`config.mk`:
```
export PLATFORM = sky130hd
export DESIGN_NAME = rvc_expander
export DESIGN_NICKNAME = d
export VERILOG_FILES = /design/src/common/rv32i_pkg.sv /design/src/common/rvc_pkg.sv /design/src/rvc_expander.sv /design/src/rvc_q0_expand.sv /design/src/rvc_q1_expand.sv /design/src/rvc_q2_expand.sv
export SDC_FILE = /design/constraint.sdc
export NUM_CORES = 1
export LEC_CHECK = 0
export ABC_AREA = 1
export BUFFER_PORTS_ARGS = -buffer_cell sky130_fd_sc_hd__buf_2
export CORE_MARGIN = 3
export CORE_UTILIZATION = 36
export DETAILED_ROUTE_END_ITERATION = 10
export GPL_TIMING_DRIVEN = 0
export MAX_ROUTING_LAYER = met4
export PLACE_DENSITY_LB_ADDON = 0.1
export SETUP_SLACK_MARGIN = 0.5
export SYNTH_ARGS = -nofsm -noshare
export SYNTH_HDL_FRONTEND = slang
export SYNTH_SLANG_ARGS = --single-unit
```
`constraint.sdc`:
```
create_clock -name clk_i -period 1 [get_ports clk_i]
set_clock_uncertainty 0.1 [all_clocks]
set_input_delay 0.15 -clock clk_i [delete_from_list [all_inputs] [get_ports clk_i]]
set_output_delay 0.15 -clock clk_i [all_outputs]
set_load 0.005 [all_outputs]
```
`src/common/rv32i_pkg.sv`:
```
package rv32i_pkg;

    localparam int INST_W = 32;

    // major opcodes
    localparam logic [6:0] OPC_OP_IMM = 7'b0010011;
    localparam logic [6:0] OPC_LOAD   = 7'b0000011;
    localparam logic [6:0] OPC_STORE  = 7'b0100011;
    localparam logic [6:0] OPC_OP     = 7'b0110011;
    localparam logic [6:0] OPC_LUI    = 7'b0110111;
    localparam logic [6:0] OPC_JAL    = 7'b1101111;
    localparam logic [6:0] OPC_JALR   = 7'b1100111;
    localparam logic [6:0] OPC_BRANCH = 7'b1100011;

    localparam logic [2:0] F3_ADD_SUB = 3'b000;
    localparam logic [2:0] F3_SLL     = 3'b001;
    localparam logic [2:0] F3_SRL_SRA = 3'b101;
    localparam logic [2:0] F3_XOR     = 3'b100;
    localparam logic [2:0] F3_OR      = 3'b110;
    localparam logic [2:0] F3_AND     = 3'b111;
    localparam logic [2:0] F3_LW_SW   = 3'b010;
    localparam logic [2:0] F3_BEQ     = 3'b000;
    localparam logic [2:0] F3_BNE     = 3'b001;
    localparam logic [2:0] F3_JALR    = 3'b000;

    localparam logic [6:0] F7_BASE = 7'b0000000;
    localparam logic [6:0] F7_ALT  = 7'b0100000;  // sub / srai

    localparam logic [4:0] REG_ZERO = 5'd0;
    localparam logic [4:0] REG_RA   = 5'd1;
    localparam logic [4:0] REG_SP   = 5'd2;

    localparam logic [INST_W-1:0] INST_NOP    = 32'h0000_0013;  // addi x0, x0, 0
    localparam logic [INST_W-1:0] INST_EBREAK = 32'h0010_0073;

    typedef struct packed {
        logic [6:0] funct7;
        logic [4:0] rs2;
        logic [4:0] rs1;
        logic [2:0] funct3;
        logic [4:0] rd;
        logic [6:0] opcode;
    } r_type_t;

    typedef struct packed {
        logic [11:0] imm;
        logic [4:0]  rs1;
        logic [2:0]  funct3;
        logic [4:0]  rd;
        logic [6:0]  opcode;
    } i_type_t;

    typedef struct packed {
        logic [6:0] imm_11_5;
        logic [4:0] rs2;
        logic [4:0] rs1;
        logic [2:0] funct3;
        logic [4:0] imm_4_0;
        logic [6:0] opcode;
    } s_type_t;

    typedef struct packed {
        logic       imm_12;
        logic [5:0] imm_10_5;
        logic [4:0] rs2;
        logic [4:0] rs1;
        logic [2:0] funct3;
        logic [3:0] imm_4_1;
        logic       imm_11;
        logic [6:0] opcode;
    } b_type_t;

    typedef struct packed {
        logic [19:0] imm;  // imm[31:12]
        logic [4:0]  rd;
        logic [6:0]  opcode;
    } u_type_t;

    typedef struct packed {
        logic       imm_20;
        logic [9:0] imm_10_1;
        logic       imm_11;
        logic [7:0] imm_19_12;
        logic [4:0] rd;
        logic [6:0] opcode;
    } j_type_t;

    // one instruction word, six ways to look at it
    typedef union packed {
        r_type_t r;
        i_type_t i;
        s_type_t s;
        b_type_t b;
        u_type_t u;
        j_type_t j;
    } rv32i_inst_t;

endpackage

```
`src/common/rvc_pkg.sv`:
```
package rvc_pkg;

    localparam int CINST_W = 16;

    localparam logic [1:0] QUAD_0    = 2'b00;
    localparam logic [1:0] QUAD_1    = 2'b01;
    localparam logic [1:0] QUAD_2    = 2'b10;
    localparam logic [1:0] QUAD_FULL = 2'b11;  // 32-bit word, not compressed

    // quadrant 0
    localparam logic [2:0] CF3_ADDI4SPN = 3'b000;
    localparam logic [2:0] CF3_LW       = 3'b010;
    localparam logic [2:0] CF3_SW       = 3'b110;

    // quadrant 1
    localparam logic [2:0] CF3_ADDI  = 3'b000;
    localparam logic [2:0] CF3_JAL   = 3'b001;
    localparam logic [2:0] CF3_LI    = 3'b010;
    localparam logic [2:0] CF3_LUI   = 3'b011;  // also c.addi16sp
    localparam logic [2:0] CF3_ARITH = 3'b100;
    localparam logic [2:0] CF3_J     = 3'b101;
    localparam logic [2:0] CF3_BEQZ  = 3'b110;
    localparam logic [2:0] CF3_BNEZ  = 3'b111;

    // quadrant 2
    localparam logic [2:0] CF3_SLLI      = 3'b000;
    localparam logic [2:0] CF3_LWSP      = 3'b010;
    localparam logic [2:0] CF3_JR_MV_ADD = 3'b100;
    localparam logic [2:0] CF3_SWSP      = 3'b110;

    // arith group, bits 11:10
    localparam logic [1:0] CA_OP_SRLI = 2'b00;
    localparam logic [1:0] CA_OP_SRAI = 2'b01;
    localparam logic [1:0] CA_OP_ANDI = 2'b10;
    localparam logic [1:0] CA_OP_REG  = 2'b11;

    // register-register ops, bits 6:5
    localparam logic [1:0] CA_F2_SUB = 2'b00;
    localparam logic [1:0] CA_F2_XOR = 2'b01;
    localparam logic [1:0] CA_F2_OR  = 2'b10;
    localparam logic [1:0] CA_F2_AND = 2'b11;

    localparam logic [1:0] PRIME_BASE = 2'b01;  // x8..x15

    typedef struct packed {
        logic [3:0] funct4;
        logic [4:0] rd_rs1;
        logic [4:0] rs2;
        logic [1:0] op;
    } cr_t;

    typedef struct packed {
        logic [2:0] funct3;
        logic       imm_hi;  // bit 12
        logic [4:0] rd_rs1;
        logic [4:0] imm_lo;  // bits 6:2
        logic [1:0] op;
    } ci_t;

    typedef struct packed {
        logic [2:0] funct3;
        logic [5:0] imm;
        logic [4:0] rs2;
        logic [1:0] op;
    } css_t;

    typedef struct packed {
        logic [2:0] funct3;
        logic [7:0] imm;
        logic [2:0] rd_p;
        logic [1:0] op;
    } ciw_t;

    typedef struct packed {
        logic [2:0] funct3;
        logic [2:0] imm_hi;
        logic [2:0] rs1_p;
        logic [1:0] imm_lo;
        logic [2:0] rd_p;
        logic [1:0] op;
    } cl_t;

    typedef struct packed {
        logic [2:0] funct3;
        logic [2:0] imm_hi;
        logic [2:0] rs1_p;
        logic [1:0] imm_lo;
        logic [2:0] rs2_p;
        logic [1:0] op;
    } cs_t;

    typedef struct packed {
        logic [5:0] funct6;
        logic [2:0] rd_rs1_p;
        logic [1:0] funct2;
        logic [2:0] rs2_p;
        logic [1:0] op;
    } ca_t;

    typedef struct packed {
        logic [2:0] funct3;
        logic [2:0] off_hi;  // bits 12:10
        logic [2:0] rs1_p;
        logic [4:0] off_lo;  // bits 6:2
        logic [1:0] op;
    } cb_t;

    typedef struct packed {
        logic [2:0]  funct3;
        logic [10:0] target;
        logic [1:0]  op;
    } cj_t;

    typedef union packed {
        cr_t  cr;
        ci_t  ci;
        css_t css;
        ciw_t ciw;
        cl_t  cl;
        cs_t  cs;
        ca_t  ca;
        cb_t  cb;
        cj_t  cj;
    } rvc_inst_t;

endpackage

```
`src/rvc_expander.sv`:
```
`timescale 1ns/1ns

module rvc_expander (
    input  logic                   clk_i,
    input  logic                   arst_n_i,
    input  logic                   valid_i,
    input  rv32i_pkg::rv32i_inst_t inst_i,
    output logic                   valid_o,
    output rv32i_pkg::rv32i_inst_t inst_o
);
    import rv32i_pkg::*;
    import rvc_pkg::*;

    rvc_inst_t   cinst;
    rv32i_inst_t q0_inst;
    rv32i_inst_t q1_inst;
    rv32i_inst_t q2_inst;
    rv32i_inst_t exp_inst;

    assign cinst = inst_i[CINST_W-1:0];

    rvc_q0_expand u_q0 (.cinst_i(cinst), .inst_o(q0_inst));
    rvc_q1_expand u_q1 (.cinst_i(cinst), .inst_o(q1_inst));
    rvc_q2_expand u_q2 (.cinst_i(cinst), .inst_o(q2_inst));

    // quadrant is only looked at here
    always_comb begin
        unique case (cinst.cr.op)
            QUAD_0:    exp_inst = q0_inst;
            QUAD_1:    exp_inst = q1_inst;
            QUAD_2:    exp_inst = q2_inst;
            QUAD_FULL: exp_inst = inst_i;  // already 32-bit
        endcase
    end

    always_ff @(posedge clk_i or negedge arst_n_i) begin
        if (!arst_n_i) begin
            valid_o <= 1'b0;
            inst_o  <= INST_NOP;
        end else begin
            valid_o <= valid_i;
            if (valid_i) begin
                inst_o <= exp_inst;  // hold otherwise
            end
        end
    end

    // every expansion and every pass-through word is a 32-bit encoding
    a_full_opcode: assert property (@(posedge clk_i) disable iff (!arst_n_i)
        valid_o |-> (inst_o.r.opcode[1:0] == 2'b11));

    a_rst_valid: assert property (@(posedge clk_i) !arst_n_i |-> !valid_o);

    a_hold: assert property (@(posedge clk_i) disable iff (!arst_n_i)
        !valid_i |=> $stable(inst_o));

endmodule

```
`src/rvc_q0_expand.sv`:
```
`timescale 1ns/1ns

module rvc_q0_expand (
    input  rvc_pkg::rvc_inst_t     cinst_i,
    output rv32i_pkg::rv32i_inst_t inst_o
);
    import rv32i_pkg::*;
    import rvc_pkg::*;

    always_comb begin
        inst_o = INST_NOP;
        case (cinst_i.ciw.funct3)
            CF3_ADDI4SPN: begin
                // nzuimm[5:4|9:6|2|3] sits in bits 12:5
                inst_o.i.imm    = {2'b00, cinst_i.ciw.imm[5:2], cinst_i.ciw.imm[7:6],
                                   cinst_i.ciw.imm[0], cinst_i.ciw.imm[1], 2'b00};
                inst_o.i.rs1    = REG_SP;
                inst_o.i.funct3 = F3_ADD_SUB;
                inst_o.i.rd     = {PRIME_BASE, cinst_i.ciw.rd_p};
                inst_o.i.opcode = OPC_OP_IMM;
            end
            CF3_LW: begin
                inst_o.i.imm    = {5'b0, cinst_i.cl.imm_lo[0], cinst_i.cl.imm_hi,
                                   cinst_i.cl.imm_lo[1], 2'b00};  // word scaled
                inst_o.i.rs1    = {PRIME_BASE, cinst_i.cl.rs1_p};
                inst_o.i.funct3 = F3_LW_SW;
                inst_o.i.rd     = {PRIME_BASE, cinst_i.cl.rd_p};
                inst_o.i.opcode = OPC_LOAD;
            end
            CF3_SW: begin
                // same offset layout as c.lw, split over the s-type fields
                inst_o.s.imm_11_5 = {5'b0, cinst_i.cs.imm_lo[0], cinst_i.cs.imm_hi[2]};
                inst_o.s.rs2      = {PRIME_BASE, cinst_i.cs.rs2_p};
                inst_o.s.rs1      = {PRIME_BASE, cinst_i.cs.rs1_p};
                inst_o.s.funct3   = F3_LW_SW;
                inst_o.s.imm_4_0  = {cinst_i.cs.imm_hi[1:0], cinst_i.cs.imm_lo[1], 2'b00};
                inst_o.s.opcode   = OPC_STORE;
            end
            default: inst_o = INST_NOP;  // reserved / fp loads and stores
        endcase
    end

endmodule

```
`src/rvc_q1_expand.sv`:
```
`timescale 1ns/1ns

module rvc_q1_expand (
    input  rvc_pkg::rvc_inst_t     cinst_i,
    output rv32i_pkg::rv32i_inst_t inst_o
);
    import rv32i_pkg::*;
    import rvc_pkg::*;

    logic [11:0] ci_imm;    // sign-extended 6-bit immediate
    logic [4:0]  rd_p;      // rd'/rs1' from bits 9:7
    logic [4:0]  rs2_p;
    logic [1:0]  arith_op;  // bits 11:10
    logic [2:0]  b_hi;
    logic [4:0]  b_lo;
    logic [10:0] jt;

    assign ci_imm   = {{6{cinst_i.ci.imm_hi}}, cinst_i.ci.imm_hi, cinst_i.ci.imm_lo};
    assign rd_p     = {PRIME_BASE, cinst_i.cb.rs1_p};
    assign rs2_p    = {PRIME_BASE, cinst_i.ca.rs2_p};
    assign arith_op = cinst_i.cb.off_hi[1:0];
    assign b_hi     = cinst_i.cb.off_hi;
    assign b_lo     = cinst_i.cb.off_lo;
    assign jt       = cinst_i.cj.target;

    always_comb begin
        inst_o = INST_NOP;
        case (cinst_i.ci.funct3)
            CF3_ADDI, CF3_LI: begin
                inst_o.i.imm    = ci_imm;
                inst_o.i.rs1    = (cinst_i.ci.funct3 == CF3_LI) ? REG_ZERO : cinst_i.ci.rd_rs1;
                inst_o.i.funct3 = F3_ADD_SUB;
                inst_o.i.rd     = cinst_i.ci.rd_rs1;
                inst_o.i.opcode = OPC_OP_IMM;
            end
            CF3_LUI: begin
                if (cinst_i.ci.rd_rs1 == REG_SP) begin
                    // c.addi16sp, nzimm[9|4|6|8:7|5]
                    inst_o.i.imm    = {{3{cinst_i.ci.imm_hi}}, cinst_i.ci.imm_lo[2:1],
                                       cinst_i.ci.imm_lo[3], cinst_i.ci.imm_lo[0],
                                       cinst_i.ci.imm_lo[4], 4'b0000};
                    inst_o.i.rs1    = REG_SP;
                    inst_o.i.funct3 = F3_ADD_SUB;
                    inst_o.i.rd     = REG_SP;
                    inst_o.i.opcode = OPC_OP_IMM;
                end else begin
                    inst_o.u.imm    = {{14{cinst_i.ci.imm_hi}}, cinst_i.ci.imm_hi,
                                       cinst_i.ci.imm_lo};
                    inst_o.u.rd     = cinst_i.ci.rd_rs1;
                    inst_o.u.opcode = OPC_LUI;
                end
            end
            CF3_ARITH: begin
                case (arith_op)
                    CA_OP_SRLI, CA_OP_SRAI: begin
                        if (!cinst_i.ci.imm_hi) begin  // shamt[5] must be 0 on rv32
                            inst_o.r.funct7 = (arith_op == CA_OP_SRAI) ? F7_ALT : F7_BASE;
                            inst_o.r.rs2    = cinst_i.ci.imm_lo;
                            inst_o.r.rs1    = rd_p;
                            inst_o.r.funct3 = F3_SRL_SRA;
                            inst_o.r.rd     = rd_p;
                            inst_o.r.opcode = OPC_OP_IMM;
                        end
                    end
                    CA_OP_ANDI: begin
                        inst_o.i.imm    = ci_imm;
                        inst_o.i.rs1    = rd_p;
                        inst_o.i.funct3 = F3_AND;
                        inst_o.i.rd     = rd_p;
                        inst_o.i.opcode = OPC_OP_IMM;
                    end
                    CA_OP_REG: begin
                        // bit 12 set is the rv64 word group
                        if (!cinst_i.ca.funct6[2]) begin
                            inst_o.r.funct7 = (cinst_i.ca.funct2 == CA_F2_SUB) ? F7_ALT : F7_BASE;
                            inst_o.r.rs2    = rs2_p;
                            inst_o.r.rs1    = rd_p;
                            inst_o.r.rd     = rd_p;
                            inst_o.r.opcode = OPC_OP;
                            case (cinst_i.ca.funct2)
                                CA_F2_SUB: inst_o.r.funct3 = F3_ADD_SUB;
                                CA_F2_XOR: inst_o.r.funct3 = F3_XOR;
                                CA_F2_OR:  inst_o.r.funct3 = F3_OR;
                                CA_F2_AND: inst_o.r.funct3 = F3_AND;
                            endcase
                        end
                    end
                endcase
            end
            CF3_JAL, CF3_J: begin
                // offset[11|4|9:8|10|6|7|3:1|5] in the cj target
                inst_o.j.imm_20    = jt[10];
                inst_o.j.imm_10_1  = {jt[6], jt[8:7], jt[4], jt[5], jt[0], jt[9], jt[3:1]};
                inst_o.j.imm_11    = jt[10];
                inst_o.j.imm_19_12 = {8{jt[10]}};
                inst_o.j.rd        = (cinst_i.cj.funct3 == CF3_JAL) ? REG_RA : REG_ZERO;
                inst_o.j.opcode    = OPC_JAL;
            end
            CF3_BEQZ, CF3_BNEZ: begin
                // offset[8|4:3] at 12:10, offset[7:6|2:1|5] at 6:2
                inst_o.b.imm_12   = b_hi[2];
                inst_o.b.imm_10_5 = {{3{b_hi[2]}}, b_lo[4:3], b_lo[0]};
                inst_o.b.rs2      = REG_ZERO;
                inst_o.b.rs1      = rd_p;
                inst_o.b.funct3   = (cinst_i.cb.funct3 == CF3_BEQZ) ? F3_BEQ : F3_BNE;
                inst_o.b.imm_4_1  = {b_hi[1:0], b_lo[2:1]};
                inst_o.b.imm_11   = b_hi[2];
                inst_o.b.opcode   = OPC_BRANCH;
            end
        endcase
    end

endmodule

```
`src/rvc_q2_expand.sv`:
```
`timescale 1ns/1ns

module rvc_q2_expand (
    input  rvc_pkg::rvc_inst_t     cinst_i,
    output rv32i_pkg::rv32i_inst_t inst_o
);
    import rv32i_pkg::*;
    import rvc_pkg::*;

    logic b12;  // splits jr/mv from jalr/add/ebreak

    assign b12 = cinst_i.cr.funct4[0];

    always_comb begin
        inst_o = INST_NOP;
        case (cinst_i.ci.funct3)
            CF3_SLLI: begin
                if (!cinst_i.ci.imm_hi) begin  // shamt[5] reserved on rv32
                    inst_o.r.funct7 = F7_BASE;
                    inst_o.r.rs2    = cinst_i.ci.imm_lo;
                    inst_o.r.rs1    = cinst_i.ci.rd_rs1;
                    inst_o.r.funct3 = F3_SLL;
                    inst_o.r.rd     = cinst_i.ci.rd_rs1;
                    inst_o.r.opcode = OPC_OP_IMM;
                end
            end
            CF3_LWSP: begin
                // uimm[5] at 12, uimm[4:2|7:6] at 6:2
                inst_o.i.imm    = {4'b0, cinst_i.ci.imm_lo[1:0], cinst_i.ci.imm_hi,
                                   cinst_i.ci.imm_lo[4:2], 2'b00};
                inst_o.i.rs1    = REG_SP;
                inst_o.i.funct3 = F3_LW_SW;
                inst_o.i.rd     = cinst_i.ci.rd_rs1;
                inst_o.i.opcode = OPC_LOAD;
            end
            CF3_JR_MV_ADD: begin
                if (cinst_i.cr.rs2 != REG_ZERO) begin
                    // c.mv adds to x0, c.add to rd itself
                    inst_o.r.funct7 = F7_BASE;
                    inst_o.r.rs2    = cinst_i.cr.rs2;
                    inst_o.r.rs1    = b12 ? cinst_i.cr.rd_rs1 : REG_ZERO;
                    inst_o.r.funct3 = F3_ADD_SUB;
                    inst_o.r.rd     = cinst_i.cr.rd_rs1;
                    inst_o.r.opcode = OPC_OP;
                end else if (b12 && (cinst_i.cr.rd_rs1 == REG_ZERO)) begin
                    inst_o = INST_EBREAK;
                end else begin
                    inst_o.i.imm    = '0;
                    inst_o.i.rs1    = cinst_i.cr.rd_rs1;
                    inst_o.i.funct3 = F3_JALR;
                    inst_o.i.rd     = b12 ? REG_RA : REG_ZERO;  // c.jalr links
                    inst_o.i.opcode = OPC_JALR;
                end
            end
            CF3_SWSP: begin
                inst_o.s.imm_11_5 = {4'b0, cinst_i.css.imm[1:0], cinst_i.css.imm[5]};
                inst_o.s.rs2      = cinst_i.css.rs2;
                inst_o.s.rs1      = REG_SP;
                inst_o.s.funct3   = F3_LW_SW;
                inst_o.s.imm_4_0  = {cinst_i.css.imm[4:2], 2'b00};
                inst_o.s.opcode   = OPC_STORE;
            end
            default: inst_o = INST_NOP;
        endcase
    end

endmodule
```
# == After elaboration in Yosys (flattened, before gate mapping) ==
# Cells that the tools add are included.
# word_totals
ff_bits,33
in_bits,35
out_inout_bits,33
wordCells,49
# op_classes
n_eq_ne,17
n_mux,19
reduce_logical,11
# ops
cell,n
32-bit one-hot mux with 4 select lines,2
32-bit one-hot mux with 5 select lines,1
32-bit one-hot mux with 3 select lines,1
30-bit one-hot mux with 3 select lines,1
31-bit two-way mux,2
32-bit two-way mux,1
29-bit two-way mux,1
25-bit two-way mux,1
21-bit two-way mux,1
2-bit == test (second input constant),6
3-bit == test (second input constant),4
6-bit two-way mux,2
3-bit one-hot mux with 4 select lines,1
5-bit two-way mux,2
2-bit OR reduction,4
2-bit by 1-bit == test with 1-bit output (second input constant),3
3-bit by 2-bit == test with 1-bit output (second input constant),2
2-bit zero test,3
5-bit by 2-bit == test with 1-bit output (second input constant),1
5-bit zero test,1
5-bit nonzero test,1
3-bit by 1-bit == test with 1-bit output (second input constant),1
3-bit zero test,1
1-bit two-way mux,3
1-bit logical AND,1

# == Depth between registers and ports, before layout ==
# Gate-level depths: netlist of the first run.
# logic_depth
ltp_word,6
depth_mapped,13

# == Hierarchy ==
# From an unflattened synthesis of the first run, not the netlist that was laid out.
# hier_totals
hier_cells,680
hier_area_um2,3867.5
# by_module_without_submodules
module,instances,cells_per_inst,area_per_inst_um2,seq_area_each_um2
rvc_expander,1,350,2292.2,829.5
rvc_q1_expand,1,158,716.9,0.0
rvc_q2_expand,1,116,584.3,0.0
rvc_q0_expand,1,56,274.0,0.0

# == Least setup slack after synthesis of the first run ==
# OpenSTA, ideal clock, no wires.
# synth_timing
kind,input to register
start,in inst_i[11] in the netlist's numbering
end,reg inst_o[27] in the netlist's numbering
setup_time_ns,0.113
arrival_time_ns,1.109
t_required_ns,0.787
path_slack_ns,-0.322
stages,9
path_cell_list,buf_2 nor2_2 nand3_2 nand2_2 nand3_1 o21ai_0 nand3_1 nand2_1 inv_1
# synth_between
elab_chain_cells,5
elab_cells_between_ends,10
cone_classes,4 x eq/ne; 4 x mux; 2 x reduce/logical
# synth_rtl
element,line_no,rtl
"start, declared",rvc_expander.sv:7,"input rv32i_pkg::rv32i_inst_t inst_i,"
2-bit by 1-bit == test with 1-bit output / 2-bit zero test (equally long branches),rvc_q1_expand.sv:54,case (arith_op)
2-bit OR reduction,rvc_q1_expand.sv:54,
32-bit one-hot mux with 3 select lines,rvc_q1_expand.sv:54,
32-bit one-hot mux with 5 select lines (*),rvc_q1_expand.sv:28,case (cinst_i.ci.funct3)
32-bit one-hot mux with 4 select lines (*),rvc_expander.sv:28,unique case (cinst.cr.op)
"end signal, assigned",rvc_expander.sv:43,inst_o <= exp_inst;
"end, declared",rvc_expander.sv:9,output rv32i_pkg::rv32i_inst_t inst_o
# Mark *: on every way between the ends. The rest lies on a longest branch, timed or not.
# A chain may end at the register's enable or synchronous reset.

# == Final worst setup path of the first run ==
# layout_timing
start,in inst_i[9] in the netlist's numbering
end,reg inst_o[16] in the netlist's numbering
# layout_between
elab_chain_cells,6
elab_cells_between_ends,9
cone_classes,1 x eq/ne; 6 x mux; 2 x reduce/logical
# layout_rtl
element,line_no,rtl
5-bit zero test,rvc_q2_expand.sv:45,end else if (b12 && (cinst_i.cr.rd_rs1 == REG_ZERO)) begin
1-bit logical AND,rvc_q2_expand.sv:45,
21-bit two-way mux,rvc_q2_expand.sv:45,
32-bit two-way mux,rvc_q2_expand.sv:37,if (cinst_i.cr.rs2 != REG_ZERO) begin
32-bit one-hot mux with 4 select lines,rvc_q2_expand.sv:16,case (cinst_i.ci.funct3)
32-bit one-hot mux with 4 select lines (*),rvc_expander.sv:28,
# Marks and branches as above.

==> flow_summary.yaml, run 1 <==
yosys:
  synth_ff_type: "dfrtp_1"
  synthAdderAreaFrac_pct: 0
  synthCells: 492
  syn_area_sq_um: 2960
  synth_top_family_by_area: "simple AND/OR/NAND/NOR gates"
  ys_ff_latch: 32
  muxShareOfSynthArea_pct: 0
  syn_avg_cell_area_sq_um: 6.02
  synth-simple-area-share_pct: 44.4
  synth-compound-area-share_pct: 18.3
  synthXorXnorAreaFrac_pct: 0
  yosysWarnings: 0
  syn_nets: 527
  yosys.cell_types.count: 38
  ys_seq_area_share_pct: 27.1
  synth_edf_count: 0
  async_flop_share_pct: 100
routing:
  routed_wl_um: 15800
  wire_per_inst_um: 20.7
  firstDrtPassIters: 5
  drc_errors: 0
  num_vias: 4322
  drt-initial-drc-count: 427
  vias_per_cell: 5.65
  drtAntennaViolNets: 0
finish:
  areaGrowthSynthToFinish_pct: 94.5
  multi_input_area_sq_um: 2800
  diodes: 0
  utilization_pct: 73.4
  fill_cells: 626
  final_common_cell: "nand2_1"
  final_cells: 765
  final_nets: 697
  layout-drive-gt1-share_pct: 57.6
  final_cell_mix: "nand2_1 (126), buf_4 (73), buf_2 (48), nand2_2 (35), buf_6 (33)"
  design_area_sq_um: 5760
  seqCellArea_sq_um: 803
sta:
  setup_slack_ps: -280
  finalSetupViolCount: 60
  fmax_ghz: 0.781
  drv_slew: 0
  worst_pin_slew_ps: 496
  finalCriticalPeriod_ps: 1280
  fin_worst_hold_slack_ps: -306
  final.setup.tns_ps: -5930
  slew_headroom_pct: 66.9
  finalCritPeriodShare_pct: 128
  finalHoldViolCount: 31
  rsz0062_at_grt: "yes"
placement:
  hpwl_um: 10800
  postPlaceCellArea_sq_um: 3570
  place_ws_ps: -750
  gp_congestion: 1.03
  numPortBuffers: 64
  dp.cells: 658
clock_tree:
  cts_tree: "done"
  htree_levels: 2
  numCtsBuffers: 5
  worstSkewPairLatency_ps: 280
  cts_root_buffer: "clkbuf_8"
  clkSlewWorstSetupHoldPaths_ps: 70
  clkSinkCount: 32
  clk_path_buf_depth: 2
grt:
  grt-ovfl-total: 0
  antenna_found_initial: 0
  grt_max_degree: 33
  first_global_vias: 4236
  grt_pass1_wl_um: 23800
  grt_usage_pct: 33.5
die:
  die-width_um: 96.7
  die_y_um: 96.7
  initial_core_util_pct: 37.7
  rows: 32
  die-area_sq_um: 9350
  core_area_sq_um: 7850
  io_pins: 68
worst_setup_path:
  crit_chain: "buf_12 > nor2_4 > buf_6 > buf_6 > nand2_4 > nor3_4 > nand2_2 > nand2_1 > nand2_1 > nand2_1 > nand2_1 > nand2_1 > nand2_1"
  slowest_stage: "nor2_4"
  cp_data_arrival_time_ps: 1360
  required_ps: 1080
  slowest_delay_ps: 180
  crit_fanout: 5
  crit_family: "simple AND/OR/NAND/NOR gates"
  path_common_cell: "nand2_1"
  end_kind: "flip-flop"
  worstSetupPathType: "primary input to flip-flop"
  crit_path_start_kind: "primary input"
  worst-path-buf-inv: 3
run:
  maxCapViolCount: 0
outcome:
  violations: "hold timing, setup timing"
  status: "complete, but fails checks"
power:
  total_power_mw: 5.05
  p_per_area_nw_per_um2: 876
  peakVddDrop_uv: 583
  p_leak_nw: 2.81
worst_hold_path:
  hold_class: "primary input to asynchronous set/reset pin"
==> state kept, by name (all words and copies together) (netlist names) <==
signal and count:
valid_o 1, inst_o 31
==> final timing paths <==
kind,slack (ps),startpoint,endpoint,cells past startpoint
max,-280,inst_i[9],inst_o[16],13
min,-310,arst_n_i,inst_o[3],1
max reg2reg,0,inst_o[28],inst_o[28],3
min reg2reg,390,inst_o[16],inst_o[16],2
max in group asynchronous,770,arst_n_i,inst_o[1],1
min in group clk_i,-100,valid_i,valid_o,1
==> synth_stat cells (2+ instances only) <==
cell type	count	area [sq um]
inv_2	9	33.8
o21ai_0	34	170
o22ai_1	6	37.5
clkbuf_1	4	15.0
o21ai_2	2	17.5
nor2_2	5	31.3
a21oi_1	21	105
a22oi_1	8	60.1
or2_2	7	43.8
nand2_4	2	22.5
a21boi_0	2	15.0
nand4_1	6	37.5
nor2_4	5	56.3
nand3_1	36	180
inv_1	44	165
o21ai_1	6	30.0
buf_2	6	30.0
nand3_2	2	20.0
nor3_1	4	20.0
dfrtp_1	30	751
nand2_2	7	43.8
nand2_1	181	679
dfstp_2	2	52.6
a31oi_1	3	18.8
buf_4	2	15.0
o211ai_1	2	15.0
nor2_1	41	154
o21bai_1	3	22.5
buf_6	3	33.8
==> area by class of cell <==
cell class | count | share of cell area (%)
clock inverter | 3 | 0.738
multi-input combinational | 391 | 48.6
tap | 102 | 2.22
buffer | 15 | 3.91
timing repair buffer | 163 | 24.0
inverter | 54 | 5.41
sequential | 32 | 13.9
clock buffer | 5 | 1.19
==> kinds of logic after synthesis <==
family,after synthesis
AO/OA/AOI/OAI,93
buffers and inverters,69
flip-flops,32
AND/OR/NAND/NOR,298
==> per-layer routing <==
metal / global-route usage [%] / wire length, um
met1: 41.6 / 6050
met2: 52.7 / 7420
met3: 6.42 / 1430
met4: 15.7 / 922
met5: - / 0
==> repair_timing <==
| action | CTS | global route |
|---|---|---|
| pin swaps | 56 | 63 |
| endpoints found under the setup margin | 96 | 64 |
| buffers inserted | 72 | 26 |
| endpoints found under the hold margin | 31 | 31 |
| gates resized for setup | 239 | 97 |
| gates cloned | 1 | 0 |
==> report_power, final <==
group | switching (mW) | leakage, nW | internal, mW
Sequential | 0.0600 | 0.403 | 1.43
Clock | 0.535 | 0.0541 | 0.738
Combinational | 1.27 | 2.35 | 1.02
Total | 1.87 | 2.81 | 3.18
Note: power is estimated with default switching activity, not from simulation.
==> run 2: changes to the inputs <==
Settings changed: CELL_PAD_IN_SITES_DETAIL_PLACEMENT from default to 0, CELL_PAD_IN_SITES_GLOBAL_PLACEMENT from default to 1.
==> flow_summary.yaml, run 2 (synthesis gave the netlist of run 1 again) <==
sta:
  finalHoldViolCount: 31
  finalSetupViolCount: 61
  finalCriticalPeriod_ps: 1260
  worst_pin_slew_ps: 582
  setup_slack_ps: -263
  finalCritPeriodShare_pct: 126
  rsz0062_at_grt: "yes"
  fin_worst_hold_slack_ps: -306
  drv_slew: 0
  fmax_ghz: 0.792
  slew_headroom_pct: 61.2
worst_setup_path:
  slowest_stage: "dfstp_2"
  end_kind: "primary output"
  required_ps: 750
  crit_path_start_kind: "flip-flop"
  reg2regPathDepth: 4
  crit_family: "flip-flops"
  path_common_cell: "buf_6"
  worstSetupPathType: "flip-flop to primary output"
  worst-path-buf-inv: 2
  regToRegStartpoint: "inst_o[8]"
  cp_data_arrival_time_ps: 1010
  slowest_delay_ps: 550
  cp-startpoint: "inst_o[1]"
  crit_chain: "buf_6 > buf_6"
  critical_path_depth: 2
  crit_fanout: 3
routing:
  firstDrtPassIters: 5
  vias_per_cell: 5.60
  drtAntennaViolNets: 0
  num_vias: 4300
  drt-initial-drc-count: 431
  drc_errors: 0
  routed_wl_um: 15700
  wire_per_inst_um: 20.5
clock_tree:
  clk_path_buf_depth: 2
  worstSkewPairLatency_ps: 290
  clkSlewWorstSetupHoldPaths_ps: 80
  cts_tree: "done"
  numCtsBuffers: 5
  clkSinkCount: 32
  cts_root_buffer: "clkbuf_8"
  htree_levels: 2
run:
  maxCapViolCount: 0
die:
  die-width_um: 96.7
  die_y_um: 96.7
  initial_core_util_pct: 37.7
  core_area_sq_um: 7850
  rows: 32
  io_pins: 68
  die-area_sq_um: 9350
placement:
  hpwl_um: 10400
  place_ws_ps: -716
  gp_congestion: 0.990
  dp.cells: 658
  numPortBuffers: 64
grt:
  first_global_vias: 4129
  grt_pass1_wl_um: 23300
  grt_max_degree: 33
  grt_usage_pct: 32.7
  grt-ovfl-total: 0
  antenna_found_initial: 0
outcome:
  status: "complete, but fails checks"
  violations: "hold timing, setup timing"
finish:
  layout-drive-gt1-share_pct: 54.4
  largest_reg_flops: 31
  final_cells: 768
  areaGrowthSynthToFinish_pct: 92.4
  utilization_pct: 72.6
  final_common_cell: "nand2_1"
  diodes: 0
  regMostFlops: "inst_o"
  final_cell_mix: "nand2_1 (134), buf_4 (72), buf_2 (50), buf_6 (32), dfrtp_1 (30)"
  final_nets: 700
  largestRegisters: "inst_o x31, valid_o x1"
worst_hold_path:
  hold_class: "primary input to asynchronous set/reset pin"
power:
  p_per_area_nw_per_um2: 888
  peakVddDrop_uv: 639
  p_leak_nw: 2.82
run 2: cell count changes in the layout (fill, tap and decap cells not counted), sizes merged:
cell      before  now
clkinvlp       6    3
inv           48   51
buf          174  176
clkbuf         9   11
clkinv         2    1
run 2: report_power, final:
group          leakage, nW  switching, mW  internal, mW
Combinational         2.36           1.26          1.02
Clock               0.0552          0.547         0.740
Sequential           0.403         0.0626          1.43
Total                 2.82           1.87          3.19
run 2: through the flow:
step / hold slack, ps / TNS [ps] / area (sq um) / power [mW]
2_1_floorplan: -246 / -5060 / 3120 / 2.26
3_3_place_gp: 153 / -18350 / 3570 / 2.82
3_5_place_dp: 179 / -17640 / 3570 / 2.82
4_1_cts: -275 / -4460 / 5130 / 4.74
5_1_grt: -283 / -7950 / 5700 / 5.29
6_report: -306 / -5390 / 5700 / 5.06
run 2: final timing paths:
path | slack, ps | end
max in group asynchronous | 760 | inst_o[1]
worst min register to register | 370 | inst_o[30]
worst max-delay path | -260 | inst_o[1]
min in group clk_i | -110 | valid_o
worst min-delay path | -310 | inst_o[31]
worst max register to register | 10 | inst_o[8]
run 2: routing by layer:
layer	wire length [um]	share of wire, %	vias to the layer above	track usage (%)
li1	-	-	1957	-
met1	6290	40	1998	41.8
met4	784	5.0	0	14.0
met3	1380	8.8	71	6.34
met2	7250	46	274	50.5
met5	0	0	-	-
run 2: worst reg2reg max path, delay by kind of cell (launching register included):
kind	cells	cell delay [ps]
DFF	1	400
buffers and inverters	2	200
AOI/OAI and AO/OA	1	110
and+or+nand+nor	1	70
run 2: area by class of cell:
class | count | area [sq um]
Sequential cell | 32 | 803
Tap cell | 102 | 128
Fill cell | 628 | 2150
Clock buffer | 6 | 72.6
Multi-Input combinational cell | 391 | 2690
Inverter | 54 | 315
Buffer | 15 | 220
Clock inverter | 2 | 35.0
Timing Repair Buffer | 166 | 1440
run 2: repair_timing:
item | 4_1_cts | 5_1_grt
gates cloned | 2 | 0
pin swaps | 69 | 90
hold endpoints to repair | 31 | 31
setup endpoints to repair | 96 | 64
buffers inserted | 69 | 31
resized for setup | 225 | 80
